**src/rtl/alu_pkg.sv**
```systemverilog
// widths, opcodes, flag bit positions and the instruction word layout shared by the alu core
package alu_pkg;

   localparam int data_w    = 16;     // datapath and instruction word width
   localparam int reg_count = 8;      // architectural registers r0..r7
   localparam int reg_idx_w = 3;      // register index bits
   localparam int op_w      = 3;      // opcode field
   localparam int flags_w   = 3;      // {z, v, n}
   localparam int shamt_w   = 4;      // shift distance 0..15
   localparam int imm_w     = 6;      // signed immediate of the ri form

   localparam logic [op_w-1:0] op_add  = 3'd0;
   localparam logic [op_w-1:0] op_sub  = 3'd1;
   localparam logic [op_w-1:0] op_andn = 3'd2;   // a and not b
   localparam logic [op_w-1:0] op_xor  = 3'd3;
   localparam logic [op_w-1:0] op_inc  = 3'd4;   // a + 1
   localparam logic [op_w-1:0] op_sra  = 3'd5;
   localparam logic [op_w-1:0] op_srl  = 3'd6;
   localparam logic [op_w-1:0] op_sll  = 3'd7;

   localparam int flag_z = 2;   // result is zero
   localparam int flag_v = 1;   // carry out of add, borrow of sub
   localparam int flag_n = 0;   // result msb

   // one 16-bit word, two field layouts selected by fmt
   typedef union packed {
      struct packed {
         logic [op_w-1:0]      op;     // 15:13
         logic                 fmt;    // 12, low here
         logic [reg_idx_w-1:0] rd;
         logic [reg_idx_w-1:0] rs1;
         logic [reg_idx_w-1:0] rs2;
         logic [2:0]           pad;    // unused
      } rr;
      struct packed {
         logic [op_w-1:0]         op;
         logic                    fmt;    // high here
         logic [reg_idx_w-1:0]    rd;
         logic [reg_idx_w-1:0]    rs1;
         logic signed [imm_w-1:0] imm;    // low 4 bits double as shift distance
      } ri;
   } instr_u;

endpackage

```
**src/rtl/alu_ifs.sv**
```systemverilog
// internal handshake bundles of the alu core, decode to execute and execute to result
`timescale 1ns/10ps

interface issue_if;
   import alu_pkg::*;

   logic                 valid;   // held with stable fields until taken
   logic                 ready;
   logic [op_w-1:0]      op;
   logic [data_w-1:0]    a;       // rs1 value
   logic [data_w-1:0]    b;       // rs2, immediate or one
   logic [shamt_w-1:0]   shamt;   // low bits of b
   logic [reg_idx_w-1:0] rd;

   modport source (output valid, op, a, b, shamt, rd, input ready);
   modport sink   (input valid, op, a, b, shamt, rd, output ready);

endinterface

interface retire_if;
   import alu_pkg::*;

   logic                 valid;
   logic                 ready;        // tied to output credit availability
   logic [reg_idx_w-1:0] rd;
   logic [data_w-1:0]    value;
   logic [flags_w-1:0]   cand_flags;   // flags this op would set
   logic                 flags_we;     // low for shifts

   modport source (output valid, rd, value, cand_flags, flags_we, input ready);
   modport sink   (input valid, rd, value, cand_flags, flags_we, output ready);

endinterface

```
**src/rtl/alu_core_top.sv**
```systemverilog
// alu core top level, credit-controlled instruction input and result output
`timescale 1ns/10ps

module alu_core_top #(
   parameter int in_depth    = 4,   // input queue slots
   parameter int out_credits = 2    // result slots at the consumer
) (
   input  logic                          clk,
   input  logic                          arst_n,
   input  logic                          in_valid,
   input  logic [alu_pkg::data_w-1:0]    in_instr,
   output logic                          in_credit,
   output logic                          out_valid,
   output logic [alu_pkg::reg_idx_w-1:0] out_rd,
   output logic [alu_pkg::data_w-1:0]    out_data,
   output logic [alu_pkg::flags_w-1:0]   out_flags,
   input  logic                          out_credit
);
   import alu_pkg::*;

   logic [reg_idx_w-1:0] ra1;        // decode read indices
   logic [reg_idx_w-1:0] ra2;
   logic [data_w-1:0]    rd1;
   logic [data_w-1:0]    rd2;
   logic                 we;         // writeback from result stage
   logic [reg_idx_w-1:0] waddr;
   logic [data_w-1:0]    wdata;
   logic                 wb_valid;   // scoreboard clear
   logic [reg_idx_w-1:0] wb_rd;

   issue_if  iss_bus ();
   retire_if ret_bus ();

   alu_regfile u_regfile (
      .clk   (clk),
      .arst_n(arst_n),
      .ra1   (ra1),
      .ra2   (ra2),
      .rd1   (rd1),
      .rd2   (rd2),
      .we    (we),
      .waddr (waddr),
      .wdata (wdata)
   );

   alu_decode #(
      .in_depth(in_depth)
   ) u_decode (
      .clk      (clk),
      .arst_n   (arst_n),
      .in_valid (in_valid),
      .in_instr (in_instr),
      .in_credit(in_credit),
      .ra1      (ra1),
      .ra2      (ra2),
      .rd1      (rd1),
      .rd2      (rd2),
      .wb_valid (wb_valid),
      .wb_rd    (wb_rd),
      .iss      (iss_bus.source)
   );

   alu_execute u_execute (
      .clk   (clk),
      .arst_n(arst_n),
      .iss   (iss_bus.sink),
      .ret   (ret_bus.source)
   );

   alu_result #(
      .out_credits(out_credits)
   ) u_result (
      .clk       (clk),
      .arst_n    (arst_n),
      .ret       (ret_bus.sink),
      .out_credit(out_credit),
      .out_valid (out_valid),
      .out_rd    (out_rd),
      .out_data  (out_data),
      .out_flags (out_flags),
      .we        (we),
      .waddr     (waddr),
      .wdata     (wdata),
      .wb_valid  (wb_valid),
      .wb_rd     (wb_rd)
   );

endmodule

```
**src/rtl/alu_decode.sv**
```systemverilog
// credit-fed instruction queue, field decode, operand read and busy-register scoreboard
`timescale 1ns/10ps

module alu_decode #(
   parameter int in_depth = 4                            // queue slots, also sender credits
) (
   input  logic                          clk,
   input  logic                          arst_n,
   input  logic                          in_valid,       // one word per spent credit
   input  logic [alu_pkg::data_w-1:0]    in_instr,
   output logic                          in_credit,      // pulse per word leaving the queue
   output logic [alu_pkg::reg_idx_w-1:0] ra1,
   output logic [alu_pkg::reg_idx_w-1:0] ra2,
   input  logic [alu_pkg::data_w-1:0]    rd1,
   input  logic [alu_pkg::data_w-1:0]    rd2,
   input  logic                          wb_valid,       // register written this cycle
   input  logic [alu_pkg::reg_idx_w-1:0] wb_rd,
   issue_if.source                       iss
);
   import alu_pkg::*;

   localparam int ptr_w = (in_depth > 1) ? $clog2(in_depth) : 1;
   localparam int cnt_w = $clog2(in_depth + 1);

   logic [data_w-1:0]    queue [in_depth];   // instruction words
   logic [ptr_w-1:0]     wr_ptr;
   logic [ptr_w-1:0]     rd_ptr;
   logic [cnt_w-1:0]     count;              // occupied slots
   logic [reg_count-1:0] busy;               // write pending per register
   instr_u               head;               // oldest word, both views
   logic                 use_rs2;
   logic                 hazard;
   logic                 pop;
   logic [data_w-1:0]    op_b;

   // wraps for depths that are not a power of two
   function automatic logic [ptr_w-1:0] ptr_next(input logic [ptr_w-1:0] p);
      ptr_next = (p == ptr_w'(in_depth - 1)) ? '0 : p + 1'b1;
   endfunction

   always_ff @(posedge clk) begin
      if (in_valid) begin
         queue[wr_ptr] <= in_instr;   // sender credits keep this from overrunning
      end
   end

   always_ff @(posedge clk or negedge arst_n) begin
      if (!arst_n) begin
         wr_ptr    <= '0;
         rd_ptr    <= '0;
         count     <= '0;
         in_credit <= 1'b0;
      end else begin
         if (in_valid) begin
            wr_ptr <= ptr_next(wr_ptr);
         end
         if (pop) begin
            rd_ptr <= ptr_next(rd_ptr);
         end
         count     <= count + cnt_w'(in_valid) - cnt_w'(pop);
         in_credit <= pop;            // slot freed, hand credit back
      end
   end

   assign head = queue[rd_ptr];

   // rs1 and rs2 sit at the same bits in both layouts
   assign ra1     = head.rr.rs1;
   assign ra2     = head.rr.rs2;
   assign use_rs2 = !head.rr.fmt && (head.rr.op != op_inc);   // inc and ri skip rs2

   // raw on sources, waw on rd
   assign hazard = busy[head.rr.rs1]
                 | (use_rs2 & busy[head.rr.rs2])
                 | busy[head.rr.rd];

   always_comb begin
      if (head.rr.op == op_inc) begin
         op_b = data_w'(1);
      end else if (head.ri.fmt) begin
         op_b = {{(data_w - imm_w){head.ri.imm[imm_w-1]}}, head.ri.imm};   // sign extend
      end else begin
         op_b = rd2;
      end
   end

   // busy bits only clear while the head waits, so valid holds once raised
   assign iss.valid = (count != '0) && !hazard;
   assign iss.op    = head.rr.op;
   assign iss.rd    = head.rr.rd;
   assign iss.a     = rd1;
   assign iss.b     = op_b;
   assign iss.shamt = op_b[shamt_w-1:0];
   assign pop       = iss.valid && iss.ready;

   always_ff @(posedge clk or negedge arst_n) begin
      if (!arst_n) begin
         busy <= '0;
      end else begin
         if (wb_valid) begin
            busy[wb_rd] <= 1'b0;          // value now in the register file
         end
         if (pop) begin
            busy[head.rr.rd] <= 1'b1;     // never the same reg as wb_rd, rd was free
         end
      end
   end

endmodule

```
**src/rtl/alu_execute.sv**
```systemverilog
// registered alu stage, computes the result and the flags each operation would set
`timescale 1ns/10ps

module alu_execute (
   input  logic     clk,
   input  logic     arst_n,
   issue_if.sink    iss,
   retire_if.source ret
);
   import alu_pkg::*;

   logic [data_w-1:0]  result;
   logic [flags_w-1:0] flags;
   logic               carry;      // add carry or sub borrow, bit 16
   logic               arith;      // add, sub, inc
   logic               shift_op;   // flags left alone
   logic               take;

   always_comb begin
      carry  = 1'b0;
      arith  = 1'b0;
      result = '0;
      case (iss.op)
         op_add, op_inc: begin
            {carry, result} = {1'b0, iss.a} + {1'b0, iss.b};   // inc arrives with b = 1
            arith           = 1'b1;
         end
         op_sub: begin
            {carry, result} = {1'b0, iss.a} - {1'b0, iss.b};   // wraps to 1 on borrow
            arith           = 1'b1;
         end
         op_andn: result = iss.a & ~iss.b;
         op_xor:  result = iss.a ^ iss.b;
         op_sra:  result = $signed(iss.a) >>> iss.shamt;       // sign fills
         op_srl:  result = iss.a >> iss.shamt;
         op_sll:  result = iss.a << iss.shamt;
      endcase
   end

   assign shift_op = (iss.op == op_sra) || (iss.op == op_srl) || (iss.op == op_sll);

   // logic ops keep only z
   always_comb begin
      flags         = '0;
      flags[flag_z] = (result == '0);
      flags[flag_v] = arith & carry;
      flags[flag_n] = arith & result[data_w-1];
   end

   assign iss.ready = !ret.valid || ret.ready;   // empty or draining
   assign take      = iss.valid && iss.ready;

   always_ff @(posedge clk or negedge arst_n) begin
      if (!arst_n) begin
         ret.valid <= 1'b0;
      end else if (iss.ready) begin
         ret.valid <= iss.valid;
      end
   end

   always_ff @(posedge clk) begin
      if (take) begin
         ret.rd         <= iss.rd;
         ret.value      <= result;
         ret.cand_flags <= flags;
         ret.flags_we   <= !shift_op;
      end
   end

endmodule

```
**src/rtl/alu_regfile.sv**
```systemverilog
// eight general registers with two combinational read ports and one clocked write port
`timescale 1ns/10ps

module alu_regfile (
   input  logic                          clk,
   input  logic                          arst_n,
   input  logic [alu_pkg::reg_idx_w-1:0] ra1,     // rs1 index from decode
   input  logic [alu_pkg::reg_idx_w-1:0] ra2,     // rs2 index from decode
   output logic [alu_pkg::data_w-1:0]    rd1,
   output logic [alu_pkg::data_w-1:0]    rd2,
   input  logic                          we,      // writeback strobe from result stage
   input  logic [alu_pkg::reg_idx_w-1:0] waddr,
   input  logic [alu_pkg::data_w-1:0]    wdata
);
   import alu_pkg::*;

   logic [data_w-1:0] regs [reg_count];

   // reads see the array directly, no bypass of a same-cycle write
   assign rd1 = regs[ra1];
   assign rd2 = regs[ra2];

   always_ff @(posedge clk or negedge arst_n) begin
      if (!arst_n) begin
         for (int i = 0; i < reg_count; i++) begin
            regs[i] <= '0;             // all registers start at zero
         end
      end else if (we) begin
         regs[waddr] <= wdata;
      end
   end

endmodule

```
**src/rtl/alu_result.sv**
```systemverilog
// writeback, flag register and output credit tracking, one result beat per instruction
`timescale 1ns/10ps

module alu_result #(
   parameter int out_credits = 2                         // consumer slots at reset
) (
   input  logic                          clk,
   input  logic                          arst_n,
   retire_if.sink                        ret,
   input  logic                          out_credit,     // consumer freed a slot
   output logic                          out_valid,
   output logic [alu_pkg::reg_idx_w-1:0] out_rd,
   output logic [alu_pkg::data_w-1:0]    out_data,
   output logic [alu_pkg::flags_w-1:0]   out_flags,      // flag word after this op
   output logic                          we,
   output logic [alu_pkg::reg_idx_w-1:0] waddr,
   output logic [alu_pkg::data_w-1:0]    wdata,
   output logic                          wb_valid,       // scoreboard clear
   output logic [alu_pkg::reg_idx_w-1:0] wb_rd
);
   import alu_pkg::*;

   localparam int cnt_w = $clog2(out_credits + 1);

   logic [cnt_w-1:0]     credit_cnt;   // taken at retire, back on out_credit
   logic [flags_w-1:0]   flags_q;      // z v n
   logic                 valid_q;
   logic [reg_idx_w-1:0] rd_q;
   logic [data_w-1:0]    value_q;
   logic                 fire;

   assign ret.ready = (credit_cnt != '0);   // only accept what the consumer can hold
   assign fire      = ret.valid && ret.ready;

   always_ff @(posedge clk or negedge arst_n) begin
      if (!arst_n) begin
         credit_cnt <= cnt_w'(out_credits);
         valid_q    <= 1'b0;
         flags_q    <= '0;
      end else begin
         credit_cnt <= credit_cnt - cnt_w'(fire) + cnt_w'(out_credit);
         valid_q    <= fire;
         if (fire && ret.flags_we) begin
            flags_q <= ret.cand_flags;   // shifts leave the old word
         end
      end
   end

   always_ff @(posedge clk) begin
      if (fire) begin
         rd_q    <= ret.rd;
         value_q <= ret.value;
      end
   end

   // beat to the consumer
   assign out_valid = valid_q;
   assign out_rd    = rd_q;
   assign out_data  = value_q;
   assign out_flags = flags_q;       // updated on the same edge as the beat

   // register file write lands on the edge that ends the beat
   assign we    = valid_q;
   assign waddr = rd_q;
   assign wdata = value_q;

   // busy bit drops together with the write
   assign wb_valid = valid_q;
   assign wb_rd    = rd_q;

endmodule

```
**config.mk**
```make
export PLATFORM = sky130hd
export DESIGN_NAME = alu_core_top
export DESIGN_NICKNAME = d
export VERILOG_FILES = /design/src/rtl/alu_pkg.sv /design/src/rtl/alu_ifs.sv /design/src/rtl/alu_core_top.sv /design/src/rtl/alu_decode.sv /design/src/rtl/alu_execute.sv /design/src/rtl/alu_regfile.sv /design/src/rtl/alu_result.sv
export SDC_FILE = /design/constraint.sdc
export NUM_CORES = 1
export LEC_CHECK = 0
export ABC_AREA = 1
export BUFFER_PORTS_ARGS = -buffer_cell sky130_fd_sc_hd__buf_4
export CAP_MARGIN = 20
export CORE_AREA = 2 2 255 131
export DETAILED_ROUTE_END_ITERATION = 10
export DIE_AREA = 0 0 257 133
export PLACE_DENSITY = 0.67
export SETUP_SLACK_MARGIN = 0.15
export SLEW_MARGIN = 0
export SYNTH_ARGS = -nofsm -noshare
export SYNTH_HDL_FRONTEND = slang
export SYNTH_SLANG_ARGS = --single-unit
export TNS_END_PERCENT = 1
```
**constraint.sdc**
```tcl
create_clock -name clk -period 5.62 [get_ports clk]
set_input_delay 0.281 -clock clk [delete_from_list [all_inputs] [get_ports clk]]
set_output_delay 0.281 -clock clk [all_outputs]
set_load 0.01 [all_outputs]
```
==> flow_summary.ini <==
[status]
status = completed

[worst_setup_path]
crit_required_ns = 6.02
crit_type = register to register
worstPathArrival_ns = 5.47
crit_top_cell = nand2_1
timing.rr.start = u_decode.rd_ptr[0]$_DFFE_PN0P_
slowest_stage = dfrtp_1
path_max_fanout = 39
critPathLaunch = u_decode.rd_ptr[0]$_DFFE_PN0P_
start_kind = register
max_stage_delay_ns = 0.41
end_kind = register

[global_routing]
grt_first_pass_wirelength_mm = 85.4
track_usage_pct = 33.0
grt_pass1_vias = 13744
grt_max_degree = 61
grt_overflow = 0
antenna_found_initial = 0

[floorplanning]
pin_count = 44
die_x_um = 257
die-area_um2 = 34200
start_util_pct = 49.8
rows = 47
die_y_um = 133
core_um2 = 32300

[synth]
synth_nets = 2208
synth.avg_cell_area_um2 = 7.51
synth.distinct_cells = 62
seq_area_frac_synth_pct = 43.3
synth_warnings = 0
synth-seq-cells = 257
synthCells = 2143
async_reset_ff_share_pct = 58.8
synthFlopType = dfrtp_1
synth_edf_count = 106
syn_area_um2 = 16100

[routing]
drt_wl_total_mm = 56.8
firstDrtPassIters = 6
ant_nets = 0
viasPerCell = 5.91
dr_wl_met2_mm = 20.4
wl_met3_mm = 9.21
top_layer = met4
vias = 15423
m1WireLength_mm = 26.5
drcViolationCount = 0
dr.first_iter.drc_count = 2258
wl_per_cell_um = 21.8

[sta]
period_share_pct = 90.2
finalClockSkew_ns = 0.0146
finalCriticalPeriod_ns = 5.07
rsz0062_at_grt = false
slew_headroom_pct = 22.3
finalSetupViolCount = 0
tns_ns = 0
tightest_slew_ns = 1.16
maxSlewViolCount = 0
fmax_mhz = 197
final_hold_viol_count = 0

[layout]
multi_input_area_um2 = 7720
areaGrowthSynthToFinish_pct = 9.94
seqCellArea_um2 = 6960
drive_gt1_share_pct = 8.26
fin_util_pct = 54.8
final_nets = 2214
fillers = 3104
diodes = 0

[placed_design]
portBuffers = 43
place_congestion = 1.00
hpwl_mm = 40.7

[clock_network]
clkSinkCount = 257
numCtsBuffers = 25
cts_max_path_buffers = 3
root_buffer = clkbuf_16
tritoncts = yes
insertion_delay_ns = 0.55
htreeDepth = 1
path_clk_slew_ns = 0.07
cts_setup_buffers = 0

[hold_path]
hold_class = input port to async pin

[flow_run]
cap_violations = 0
-- worst max-delay path: cells and delay by family, from the launching register on --
kind,cells,cell delay (ns)
and+or+nand+nor,23,2.68
adders and majority gates,1,0.35
DFF,1,0.41
AOI/OAI and AO/OA,3,0.40
buffers and inverters,5,1.04
-- layout by cell type (no fill, tap or decap), types with 4 or more instances in the layout --
cell type / synthesis / layout
dfrtp_1: 150 / 150
a221oi_1: 7 / 7
o21ai_0: 178 / 177
inv_1: 180 / 180
nor2_1: 105 / 103
clkbuf_1: 50 / 5
a21oi_1: 52 / 52
clkinv_2: 1 / 5
nand3_1: 309 / 309
nand3_2: 14 / 14
o211ai_1: 24 / 24
clkbuf_16: 0 / 25
o221ai_1: 4 / 4
nand2_1: 703 / 703
xnor2_1: 4 / 4
nand2_4: 9 / 9
nand2_2: 11 / 11
inv_2: 12 / 10
o21ai_1: 20 / 21
buf_16: 0 / 4
clkinv_1: 4 / 10
dlygate4sd3_1: 0 / 19
nor2_2: 2 / 4
nand4_1: 4 / 4
nor3_1: 4 / 4
buf_4: 14 / 68
bufinv_16: 0 / 4
ha_1: 42 / 42
xor2_1: 9 / 9
a31oi_1: 4 / 4
o22ai_1: 17 / 17
edfxtp_1: 106 / 106
-- stage by stage --
| step | instances | area, um^2 | hold slack [ns] | setup WS, ns |
|---|---|---|---|---|
| finish | 2609 | 17700 | 0.220 | 0.552 |
| global route | 2609 | 17700 | 0.264 | 0.190 |
| CTS | 2605 | 17600 | 0.243 | 0.606 |
| detailed placement | 2540 | 16500 | 0.241 | 0.602 |
| global placement | 2540 | 16500 | 0.235 | 0.646 |
| floorplan | 2143 | 16100 | -0.0146 | 1.33 |
-- logic make-up (layout without fill, tap and decap cells) --
logic type | after synthesis | count (layout) | synth area share, %
buffers and inverters | 315 | 340 | 8.75
multiplexers | 3 | 3 | 0.210
adder cells (fa/ha/maj) | 45 | 45 | 3.64
flip-flops | 257 | 257 | 43.3
AND/OR/NAND/NOR | 1177 | 1177 | 31.7
AO/OA/AOI/OAI | 333 | 333 | 11.8
XOR/XNOR | 13 | 13 | 0.708
-- layout make-up --
| type | instances | share of cell area, % |
|---|---|---|
| inverter | 199 | 4.29 |
| tap | 441 | 3.12 |
| clock buffer | 30 | 3.64 |
| timing repair buffer | 95 | 4.89 |
| multi-input combinational | 1571 | 43.7 |
| sequential | 257 | 39.4 |
| clock inverter | 16 | 1.03 |
-- path summary, 6_finish.rpt --
| kind | cells after the start | slack, ns | endpoint |
|---|---|---|---|
| worst max-delay path | 32 | 0.55 | u_execute.ret.cand_flags[2]$_DFFE_PP_ |
| min in group clk | 0 | 0.42 | u_result.out_data[11]$_DFFE_PP_ |
| max in group asynchronous | 3 | 4.22 | u_regfile.regs[104]$_DFFE_PN0P_ |
| worst max register to register | 32 | 0.55 | u_execute.ret.cand_flags[2]$_DFFE_PP_ |
| worst min register to register | 0 | 0.42 | u_result.out_data[11]$_DFFE_PP_ |
| worst min-delay path | 2 | 0.22 | u_result.out_valid$_DFF_PN0_ |
-- per-layer routing --
| layer | vias to the layer above | GRT usage, % |
|---|---|---|
| met5 | - | 0 |
| met1 | 7280 | 53.9 |
| met2 | 976 | 39.4 |
| li1 | 7101 | - |
| met3 | 66 | 13.0 |
| met4 | 0 | 5.88 |
-- cell usage after synthesis (all sizes together), types with 2 or more instances --
cell,number,share of area (%)
a221oi,7,0.38
a211oi,2,0.093
o21ai,200,6.3
inv,193,4.5
a311oi,2,0.11
clkbuf,50,1.2
mux2,3,0.21
nand3b,3,0.14
o221ai,4,0.22
and2,2,0.078
nand3,326,11
or2,3,0.12
fa,3,0.37
a21boi,3,0.14
o211ai,25,1.2
a32oi,3,0.21
o31ai,3,0.14
a21oi,52,1.6
xnor2,4,0.22
xor2,9,0.49
edfxtp,106,20
o22ai,17,0.66
ha,42,3.3
nand4,4,0.16
a21o,3,0.14
nand2,723,17
nor3,4,0.12
dfrtp,150,23
nor4,2,0.078
buf,66,2.9
nor2,108,2.6
a31oi,4,0.16
clkinv,6,0.18
-- sequential cells by signal, summed over array words and instances (netlist names) --
register                  cells
u_execute.ret.valid           1
u_execute.ret.value          16
u_result.out_data            16
u_result.credit_cnt           2
u_execute.ret.flags_we        1
u_execute.ret.rd              3
u_regfile.regs              128
u_decode.wr_ptr               2
u_decode.in_credit            1
u_execute.ret.cand_flags      3
u_result.out_valid            1
u_result.out_flags            3
u_decode.queue               64
u_decode.count                3
u_decode.rd_ptr               2
u_decode.busy                 8
u_result.out_rd               3
-- what timing repair did --
item | 4_1_cts | 5_1_grt
setup endpoints to repair | 0 | 1
resized for setup | 0 | 7
hold buffers | 19 | 0
endpoints found under the hold margin | 109 | 0
Power is not shown: default switching activity piles up to over one toggle a cycle in this logic, so the estimate is an artifact.
